===== src/hw/rvPkg.sv =====
package rvPkg;

    parameter int xlen = 32;

    typedef logic [xlen-1:0] wordT;
    typedef logic [4:0]      regAddrT;
    typedef logic [2:0]      funct3T;

    // R-type layout that the other formats also read through
    typedef struct packed {
        logic [6:0] funct7;
        regAddrT    rs2;
        regAddrT    rs1;
        funct3T     funct3;
        regAddrT    rd;
        logic [6:0] opcode;
    } instrT;

    typedef enum logic [6:0] {
        load   = 7'b0000011,
        store  = 7'b0100011,
        opImm  = 7'b0010011,
        op     = 7'b0110011,
        branch = 7'b1100011
    } opcodeT;

    ////////////////////////////////////////
    // funct3 codes
    localparam funct3T f3Beq = 3'b000;
    localparam funct3T f3Bne = 3'b001;
    localparam funct3T f3Blt = 3'b100;
    localparam funct3T f3Bge = 3'b101;

    localparam funct3T f3Add = 3'b000;   // also sub
    localparam funct3T f3Sll = 3'b001;
    localparam funct3T f3Xor = 3'b100;
    localparam funct3T f3Srl = 3'b101;   // also sra
    localparam funct3T f3Or  = 3'b110;
    localparam funct3T f3And = 3'b111;

    localparam instrT nopInstr = 32'h0000_0013;  // addi x0, x0, 0

endpackage


===== src/hw/pipePkg.sv =====
package pipePkg;

    import rvPkg::*;

    typedef enum logic [2:0] {
        add, sub, andOp, orOp, xorOp, sll, srl, sra
    } aluOpT;

    typedef enum logic [1:0] {
        fromReg, fromMem, fromWb
    } fwdSelT;

    typedef struct packed {
        logic  regWrite;
        logic  memRead;
        logic  memWrite;
        logic  isBranch;
        logic  aluSrcImm;
        aluOpT aluOp;
    } ctrlT;

    ////////////////////////////////////////
    // Stage payloads where all zero is a bubble
    typedef struct packed {
        wordT  pc;
        instrT instr;
    } ifIdT;

    typedef struct packed {
        ctrlT    ctrl;
        wordT    pc;
        wordT    rs1Data;
        wordT    rs2Data;
        regAddrT rs1;
        regAddrT rs2;
        regAddrT rd;
        wordT    imm;
        funct3T  funct3;
    } idExT;

    typedef struct packed {
        ctrlT    ctrl;
        wordT    aluResult;
        wordT    storeData;
        regAddrT rd;
    } exMemT;

    typedef struct packed {
        logic    regWrite;
        regAddrT rd;
        wordT    result;
    } memWbT;

    typedef struct packed {
        logic    valid;
        regAddrT rd;
        wordT    data;
    } retireT;

endpackage


===== src/hw/hazardUnit.sv =====
module hazardUnit (
    input  rvPkg::regAddrT  rs1,
    input  rvPkg::regAddrT  rs2,
    input  pipePkg::idExT   idEx,
    input  pipePkg::exMemT  exMem,
    input  pipePkg::memWbT  memWb,
    output logic            stall,
    output pipePkg::fwdSelT fwdA,
    output pipePkg::fwdSelT fwdB
);

    import rvPkg::*;
    import pipePkg::*;

    // Load in execute feeding decode
    assign stall = idEx.ctrl.memRead && (idEx.rd != '0) &&
                   ((idEx.rd == rs1) || (idEx.rd == rs2));

    // Youngest producer first
    function automatic fwdSelT pickSource(regAddrT src);
        if (src == '0) return fromReg;
        if (exMem.ctrl.regWrite && exMem.rd == src) return fromMem;
        if (memWb.regWrite && memWb.rd == src) return fromWb;
        return fromReg;
    endfunction

    assign fwdA = pickSource(idEx.rs1);
    assign fwdB = pickSource(idEx.rs2);

endmodule


===== config.mk =====
export PLATFORM = sky130hd
export DESIGN_NAME = hazardUnit
export DESIGN_NICKNAME = d
export VERILOG_FILES = /design/src/hw/rvPkg.sv /design/src/hw/pipePkg.sv /design/src/hw/hazardUnit.sv
export SDC_FILE = /design/constraint.sdc
export NUM_CORES = 1
export LEC_CHECK = 0
export BUFFER_PORTS_ARGS = -buffer_cell sky130_fd_sc_hd__buf_2
export CAP_MARGIN = 20
export CORE_AREA = 2 2 111 113
export DETAILED_ROUTE_END_ITERATION = 10
export DIE_AREA = 0 0 113 115
export PLACE_DENSITY = 0.34
export SETUP_SLACK_MARGIN = 0.1
export SYNTH_ARGS = -nofsm -noshare
export SYNTH_HDL_FRONTEND = slang
export SYNTH_SLANG_ARGS = --single-unit
export TNS_END_PERCENT = 100

===== constraint.sdc =====
create_clock -name vclk -period 1.1
set_clock_uncertainty 0.1 [all_clocks]
set_input_delay 0.165 -clock vclk [all_inputs]
set_output_delay 0.165 -clock vclk [all_outputs]
set_load 0.02 [all_outputs]

==> metrics.md, run 1 <==
| Metric | Value |
|---|---|
| Yosys cell types | `14` |
| Failing checks | `DRC, setup timing` |
| Post-synthesis net count | `332` |
| Final Hold Viols | `0` |
| Critical path required time | `0.83 ns` |
| CTS Hold Bufs | `0` |
| Total core area | `11,800 um2` |
| Final Setup Violations | `5` |
| Status | `finished, violations left` |
| Crit-path cells | `buf_8 > xor2_2 > nor4_2 > nand3_1 > nor4b_2 > buf_4` |
| Slowest Stage Delay on Critical Path | `0.33 ns` |
| Setup WS pre-CTS | `-0.460 ns` |
| Post-DP HPWL | `1880 um` |
| Via count | `569` |
| Worst min path class | `primary input to primary output` |
| Maximum VDD drop | `0.0000704 V` |
| Crit. End Element | `primary output` |
| Rel. slew slack | `81.4%` |
| Synth cell count leaders | `xnor2_1, xor2_1, nand3_1` |
| Vias in the first global route | `592` |
| RSZ-0062 raised after global routing | `yes` |
| Initial antenna violation count | `4` |
| Max Slew Vio Count | `0` |
| Global-route wire length before repair | `2930 um` |
| Top-area cell type share of the netlist area | `32.9%` |
| DRT iter0 DRCs | `17` |
| Hold WS | `0.543 ns` |
| Number of fill cells | `1,381` |
| Total GRT Usage | `2.88%` |
| Layout overhead on the synthesized area | `149%` |
| Crit-path leading delay family | `simple AND/OR/NAND/NOR gates` |
| Post-DRT Antenna Nets | `0` |
| Leading area contributor after synthesis | `xnor2_1` |
| CP max stage cell | `nor4_2` |
| Critical path buffer and inverter count | `2` |
| Die Ht | `115 um` |
| Num sequential | `0` |
| Crit path launch type | `primary input` |
| Power Dens Cells | `303 nW/um2` |
| Seq/Total Area, Yosys | `0%` |
| Die area | `13,000 um2` |
| Fin nets | `386` |
| Buffers added on ports | `43` |
| Total length of routed wires | `2120 um` |
| Synthesized instance count | `53` |
| Share of cells above drive strength 1 | `64.8%` |
| Residual DRC count | `6` |
| Crit Path Max Fanout | `3` |
| Final worst setup slack | `-0.412 ns` |
| Final GP Congestion | `0.697` |
| Vias per cell | `2.23` |
| Initial Utilization | `3.60%` |
| Crit path kind | `primary input to primary output` |
| Crit share post-route | `137%` |
| Slew @ Worst Pin | `0.276 ns` |
| # rows | `40` |
| Grt ovf | `0` |
| Total of max-cap violations | `0` |
| Synth warnings | `0` |
| Critical Path AT | `1.25 ns` |
| Synth top area cells | `xnor2_1, xor2_1, nor4b_2` |
| DRT Pass-1 Iters | `6` |
| Peak Freq | `661 MHz` |
| Synthesized cell area | `425 um2` |
| Die W | `113 um` |
| I/O pin cnt | `284` |
| Maximum number of pins on one net before global-route repair | `4` |
| Sequential cell area | `0 um2` |
| Mean Syn Cell Area | `8.03 um2` |
| Lkg Pwr | `0.390 nW` |
| Count leader, synth | `xnor2_1` |
| Clock buffer cells | `0` |
| Final Critical Period | `1.51 ns` |
| WL/cell | `8.31 um` |
[stage by stage]
step	TNS, ns	cell area (um2)	total power [mW]	instances	util (%)
floorplan	-0.364	443	0.117	53	-
global placement	-1.92	895	0.268	250	7.57
detailed placement	-1.96	895	0.263	250	7.57
CTS	-1.75	995	0.297	252	8.42
global route	-2.07	1050	0.347	252	8.90
finish	-1.69	1060	0.321	255	8.96
[cells by family (layout without fill, tap and decap cells)]
group / after synthesis / in the layout / synth area share, %
compound gates: 2 / 2 / 2.35
xor+xnor: 30 / 30 / 61.8
buf+inv: 0 / 52 / 0
other cells: 0 / 3 / 0
simple gates: 21 / 21 / 35.9
[timing repair]
action,CTS,global route
gates resized for setup,25,11
setup endpoints to repair,5,5
pin swaps,10,9
buffers inserted,2,0
hold endpoints to repair,0,0
[path summary, 6_finish.rpt]
| kind | start | cells past startpoint | to |
|---|---|---|---|
| worst max-delay path | idEx[42] | 6 | fwdB[1] |
| worst min-delay path | idEx[152] | 4 | stall |
[layout by cell type, fill, tap and decap left out]
cell / count
xor2_2: 2
nand3_1: 4
nor4b_4: 1
nor4_2: 2
nor3_2: 1
nand4_1: 2
buf_2: 28
xor2_1: 12
nor4b_2: 1
buf_8: 3
o21ai_2: 1
nor3_1: 1
diode_2: 3
buf_4: 10
a21oi_2: 1
or4_4: 3
nor2_4: 2
xnor2_1: 16
nor2_2: 2
nand2_1: 2
buf_6: 11
[metal layers]
| layer | wire (um) | share of wire, % | global-route usage (%) |
|---|---|---|---|
| met4 | 0 | 0 | 0 |
| met3 | 390 | 18 | 1.90 |
| met2 | 894 | 42 | 4.71 |
| met1 | 825 | 39 | 3.38 |
| met5 | 7 | 0.33 | 0 |
[final cells by class]
class | count | area [um2] | share of cell area (%)
Antenna cell | 3 | 7.51 | 0.709
Multi-Input combinational cell | 53 | 483 | 45.6
Timing Repair Buffer | 52 | 384 | 36.3
Tap cell | 147 | 184 | 17.4
[power by group]
| group | internal (mW) | leakage [nW] | switching [mW] |
|---|---|---|---|
| combinational | 0.183 | 0.390 | 0.138 |
| sequential | 0 | 0 | 0 |
| clock | 0.000000365 | 0.0000190 | 0 |
| total | 0.183 | 0.390 | 0.138 |
(Power assumes the default switching activity.)
==> run 2, diff against run 1 <==
--- a/config.mk
+++ b/config.mk
@@ -10,7 +10,9 @@
 export CORE_AREA = 2 2 111 113
 export DETAILED_ROUTE_END_ITERATION = 10
 export DIE_AREA = 0 0 113 115
+export GPL_TIMING_DRIVEN = 0
 export PLACE_DENSITY = 0.34
+export RECOVER_POWER = 25
 export SETUP_SLACK_MARGIN = 0.1
 export SYNTH_ARGS = -nofsm -noshare
 export SYNTH_HDL_FRONTEND = slang
==> run 2 against run 1 <==
  * The run still ends with DRC, setup timing left
  * Die area did not move
  * Non-clock buffer count decreased by 6
  * Sequential share of layout area is the same
  * Fmax grew 2.4%
  * First-iteration DRC count grew 65%
  * Final area decreased by 1.4%
  * Flip-flop and latch count did not move
  * Hold slack improved by 0.0040 ns
  * Routed wire length shrank 6.6%
  * Critical endpoint is now fwdA[1]
==> metrics.md, run 2 (same netlist as run 1, synthesis figures left out) <==
| Metric | Value |
|---|---|
| Commonest cells after routing, fill and taps aside | `buf_2, xnor2_1, xor2_1, buf_6, buf_8` |
| Grt ovf | `0` |
| Peak Freq | `677 MHz` |
| Initial Utilization | `3.60%` |
| Die Ht | `115 um` |
| Max Slew Vio Count | `0` |
| CP max stage cell | `nor4_2` |
| Critical Path AT | `1.21 ns` |
| Power Dens Cells | `297 nW/um2` |
| Final GP Congestion | `0.668` |
| Maximum VDD drop | `0.0000847 V` |
| Final Hold Viols | `0` |
| Lkg Pwr | `0.375 nW` |
| DRT iter0 DRCs | `28` |
| Initial antenna violation count | `4` |
| Status | `finished, violations left` |
| Hold WS | `0.547 ns` |
| Post-DRT Antenna Nets | `0` |
| Total of max-cap violations | `0` |
| Setup WS pre-CTS | `-0.493 ns` |
| Worst min path class | `primary input to primary output` |
| Vias in the first global route | `558` |
| Layout overhead on the synthesized area | `145%` |
| Crit-path cells | `buf_8 > xor2_2 > nor4_2 > nand3_1 > nor4b_4 > buf_4` |
| Tot Pwr | `310 uW` |
| Rel. slew slack | `82.0%` |
| Die W | `113 um` |
| RSZ-0062 raised after global routing | `yes` |
| Commonest non-fill, non-tap cell in the layout | `buf_2` |
| Global-route wire length before repair | `2950 um` |
| Total GRT Usage | `2.88%` |
| WL/cell | `7.94 um` |
| Clock buffer cells | `0` |
| Post-DP HPWL | `1800 um` |
| Crit share post-route | `134%` |
| Critical path required time | `0.83 ns` |
| Crit path launch type | `primary input` |
| Vias per cell | `2.22` |
| WHS Path Cells | `4` |
| Share of cells above drive strength 1 | `63.6%` |
| Crit Path Max Fanout | `2` |
| Slew @ Worst Pin | `0.268 ns` |
| Final Setup Violations | `5` |
| Critical path buffer and inverter count | `2` |
| Total length of routed wires | `1980 um` |
| Via count | `552` |
| Fin nets | `380` |
| Min-Delay Startpoint | `idEx[152]` |
| Sequential cell area | `0 um2` |
| CTS Hold Bufs | `0` |
| Slowest Stage Delay on Critical Path | `0.29 ns` |
| Final worst setup slack | `-0.377 ns` |
| # rows | `40` |
| Crit. End Element | `primary output` |
| I/O pin cnt | `284` |
| Final Critical Period | `1.48 ns` |
| Total core area | `11,800 um2` |
| Number of fill cells | `1,384` |
| Crit path kind | `primary input to primary output` |
| Maximum number of pins on one net before global-route repair | `4` |
| Die area | `13,000 um2` |
| DRT Pass-1 Iters | `7` |
| Buffers added on ports | `43` |
| Hold endpoint | `stall` |
| Residual DRC count | `6` |
| Num sequential | `0` |
| Crit-path leading delay family | `simple AND/OR/NAND/NOR gates` |
| Failing checks | `DRC, setup timing` |
[run 2: power by group]
part           leakage, nW  internal, mW  switching [mW]
Clock            0.0000190   0.000000365               0
Sequential               0             0               0
Combinational        0.375         0.175           0.135
[run 2: layout make-up]
type	instances	area (um2)	area share (%)
timing repair buffer	46	347	33.2
tap	147	184	17.6
antenna	3	7.51	0.719
multi-input combinational	53	505	48.4
[run 2: worst max path at each step]
stage / startpoint / end / slack (ns) / depth (start not counted)
after floorplan: idEx[42] / fwdB[1] / -0.08 / 3
after global placement: idEx[48] / fwdA[0] / -0.49 / 6
after detailed placement: idEx[48] / fwdA[1] / -0.49 / 6
after CTS: exMem[2] / fwdA[1] / -0.39 / 6
after global routing: exMem[3] / fwdA[1] / -0.46 / 6
final: exMem[3] / fwdA[1] / -0.38 / 6
[run 2: what timing repair did]
action / CTS / global route
resized for setup: 24 / 17
setup endpoints to repair: 5 / 5
pin swaps: 8 / 15
cloned: 0 / 0
buffers inserted: 2 / 1
[run 2: through the flow]
step,cells,cell area (um2),TNS [ns],util (%)
after floorplan,53,443,-0.364,-
after global placement,243,842,-2.16,7.13
after detailed placement,243,842,-2.10,7.13
after CTS,245,942,-1.79,7.98
after global routing,247,1040,-1.96,8.79
final,249,1040,-1.66,8.83
[run 2: metal layers]
| metal | global-route usage [%] | routed length [um] | vias to the layer above |
|---|---|---|---|
| li1 | - | - | 282 |
| met1 | 3.35 | 749 | 229 |
| met2 | 4.71 | 829 | 37 |
| met3 | 1.95 | 389 | 2 |
| met4 | 0 | 0 | 2 |
| met5 | 0 | 10 | - |
==> run 3, diff against run 2 <==
--- a/config.mk
+++ b/config.mk
@@ -7,11 +7,11 @@
 export LEC_CHECK = 0
 export BUFFER_PORTS_ARGS = -buffer_cell sky130_fd_sc_hd__buf_2
 export CAP_MARGIN = 20
-export CORE_AREA = 2 2 111 113
+export CORE_AREA = 2 2 109 111
 export DETAILED_ROUTE_END_ITERATION = 10
-export DIE_AREA = 0 0 113 115
+export DIE_AREA = 0 0 111 113
 export GPL_TIMING_DRIVEN = 0
-export PLACE_DENSITY = 0.34
+export PLACE_DENSITY = 0.35
 export RECOVER_POWER = 25
 export SETUP_SLACK_MARGIN = 0.1
 export SYNTH_ARGS = -nofsm -noshare
==> constraint.sdc (replaced) <==
create_clock -name vclk -period 1.9
set_clock_uncertainty 0.1 [all_clocks]
set_input_delay 0.285 -clock vclk [all_inputs]
set_output_delay 0.285 -clock vclk [all_outputs]
set_load 0.02 [all_outputs]
==> run 3 against run 2 <==
  * The run now ends clean
  * Combinational power down 50%
  * Highest routed layer is now met3
  * Sequential share of layout area unchanged
  * First-iteration DRC count down 75%
  * Total power down 50%
  * Flip-flop and latch count unchanged
  * Critical path type unchanged
  * Final area down 14%
  * Hold slack better by 0.27 ns
  * Via count down 6.0%
==> metrics.md, run 3 (same netlist as run 1, synthesis figures left out) <==
| Metric | Value |
|---|---|
| Commonest non-fill, non-tap cell in the layout | `buf_2` |
| Crit share post-route | `88.7%` |
| Die area | `12,500 um2` |
| Critical Path AT | `1.30 ns` |
| Share of cells above drive strength 1 | `55.2%` |
| Total core area | `11,300 um2` |
| Worst min path class | `primary input to primary output` |
| Residual DRC count | `0` |
| I/O pin cnt | `284` |
| Clock power frac | `0%` |
| Crit Path Max Fanout | `2` |
| Layout overhead on the synthesized area | `110%` |
| CTS Hold Bufs | `0` |
| Die Ht | `113 um` |
| Clock buffer cells | `0` |
| Placed cell areas | `820 um2` |
| DRT iter0 DRCs | `7` |
| Grt ovf | `0` |
| RSZ-0062 raised after global routing | `no` |
| Power Dens Cells | `173 nW/um2` |
| Rel. slew slack | `83.7%` |
| Slew @ Worst Pin | `0.243 ns` |
| Initial antenna violation count | `0` |
| Maximum VDD drop | `0.0000495 V` |
| Maximum number of pins on one net before global-route repair | `4` |
| Post-DRT Antenna Nets | `0` |
| Tot Pwr | `154 uW` |
| Total GRT Usage | `2.91%` |
| Crit path launch type | `primary input` |
| Critical path required time | `1.51 ns` |
| Lkg Pwr | `0.331 nW` |
| N_diodes | `0` |
| Comb power frac | `100.0%` |
| Final GP Congestion | `0.710` |
| Crit. End Element | `primary output` |
| Final Hold Viols | `0` |
| Num sequential | `0` |
| Die W | `111 um` |
| Global-route wire length before repair | `2940 um` |
| DRT Pass-1 Iters | `2` |
| Initial Utilization | `3.77%` |
| Max Slew Vio Count | `0` |
| Worst Setup SP | `exMem[2]` |
| Fin nets | `377` |
| Total of max-cap violations | `0` |
| Capture point of the worst path | `fwdA[1]` |
| Final Setup Violations | `0` |
| WL/cell | `8.13 um` |
| Status | `completed` |
| Fin area | `893 um2` |
| Total length of routed wires | `1940 um` |
| # rows | `39` |
| Via count | `519` |
| Commonest cells after routing, fill and taps aside | `buf_2, xnor2_1, xor2_1, nand3_1, buf_4` |
| Peak Freq | `593 MHz` |
| Crit path kind | `primary input to primary output` |
| WHS Path Cells | `4` |
| Vias in the first global route | `561` |
| Postcts setup bufs | `0` |
| Vias per cell | `2.17` |
| Sequential cell area | `0 um2` |
| P_sw | `73.8 uW` |
| Sequential power share | `0%` |
| Switching fraction of total power | `47.9%` |
| Final Critical Period | `1.69 ns` |
| Buffers added on ports | `43` |
| P_int | `80.4 uW` |
| Setup TNS | `0 ns` |
[run 3: changes by cell type in the layout (fill, tap and decap cells not counted), sizes merged]
cell   delta
buf       -3
diode     -3
[run 3: worst min path at each step]
stage,from,end
global placement,exMem[76],fwdA[0]
CTS,idEx[152],stall
finish,idEx[152],stall
global route,idEx[152],stall
detailed placement,idEx[152],stall
floorplan,memWb[37],fwdB[1]
[run 3: repair_timing]
item                       CTS  global route
resized for setup            2            16
setup endpoints to repair    2             2
pin swaps                    0             6
[run 3: layer usage]
metal / track usage [%] / part of all wire, % / vias to the layer above
met5: 0 / 0 / -
met4: 0 / 0 / 0
met3: 0.482 / 8.1 / 0
met2: 5.73 / 50 / 32
met1: 3.53 / 41 / 218
li1: - / - / 269
[run 3: layout make-up]
type | instances | area [um2]
Multi-Input combinational cell | 53 | 470
Tap cell | 143 | 179
Timing Repair Buffer | 43 | 244
Fill cell | 1315 | 10400
[run 3: critical path, stage by stage]
cell and delay, ns:
buf_4 0.13, xor2_1 0.14, nor4_2 0.30, nand3_1 0.14, nor4b_4 0.15, buf_4 0.15
[run 3: per-stage QoR]
step	setup slack, ns	instances	hold WS (ns)	utilization [%]
floorplan	0.416	53	0.591	-
global placement	0.0845	239	0.837	7.27
detailed placement	0.0756	239	0.825	7.27
CTS	0.151	239	0.826	7.38
global route	0.101	239	0.836	7.93
finish	0.214	239	0.821	7.93
[run 3: power groups by stage]
stage                     logic (mW)  registers (mW)  clock network [mW]
final                          0.154               0                   0
after detailed placement       0.140               0                   0
after global placement         0.140               0                   0
after CTS                      0.145               0                   0
after global routing           0.170               0                   0
after floorplan               0.0652               0                   0
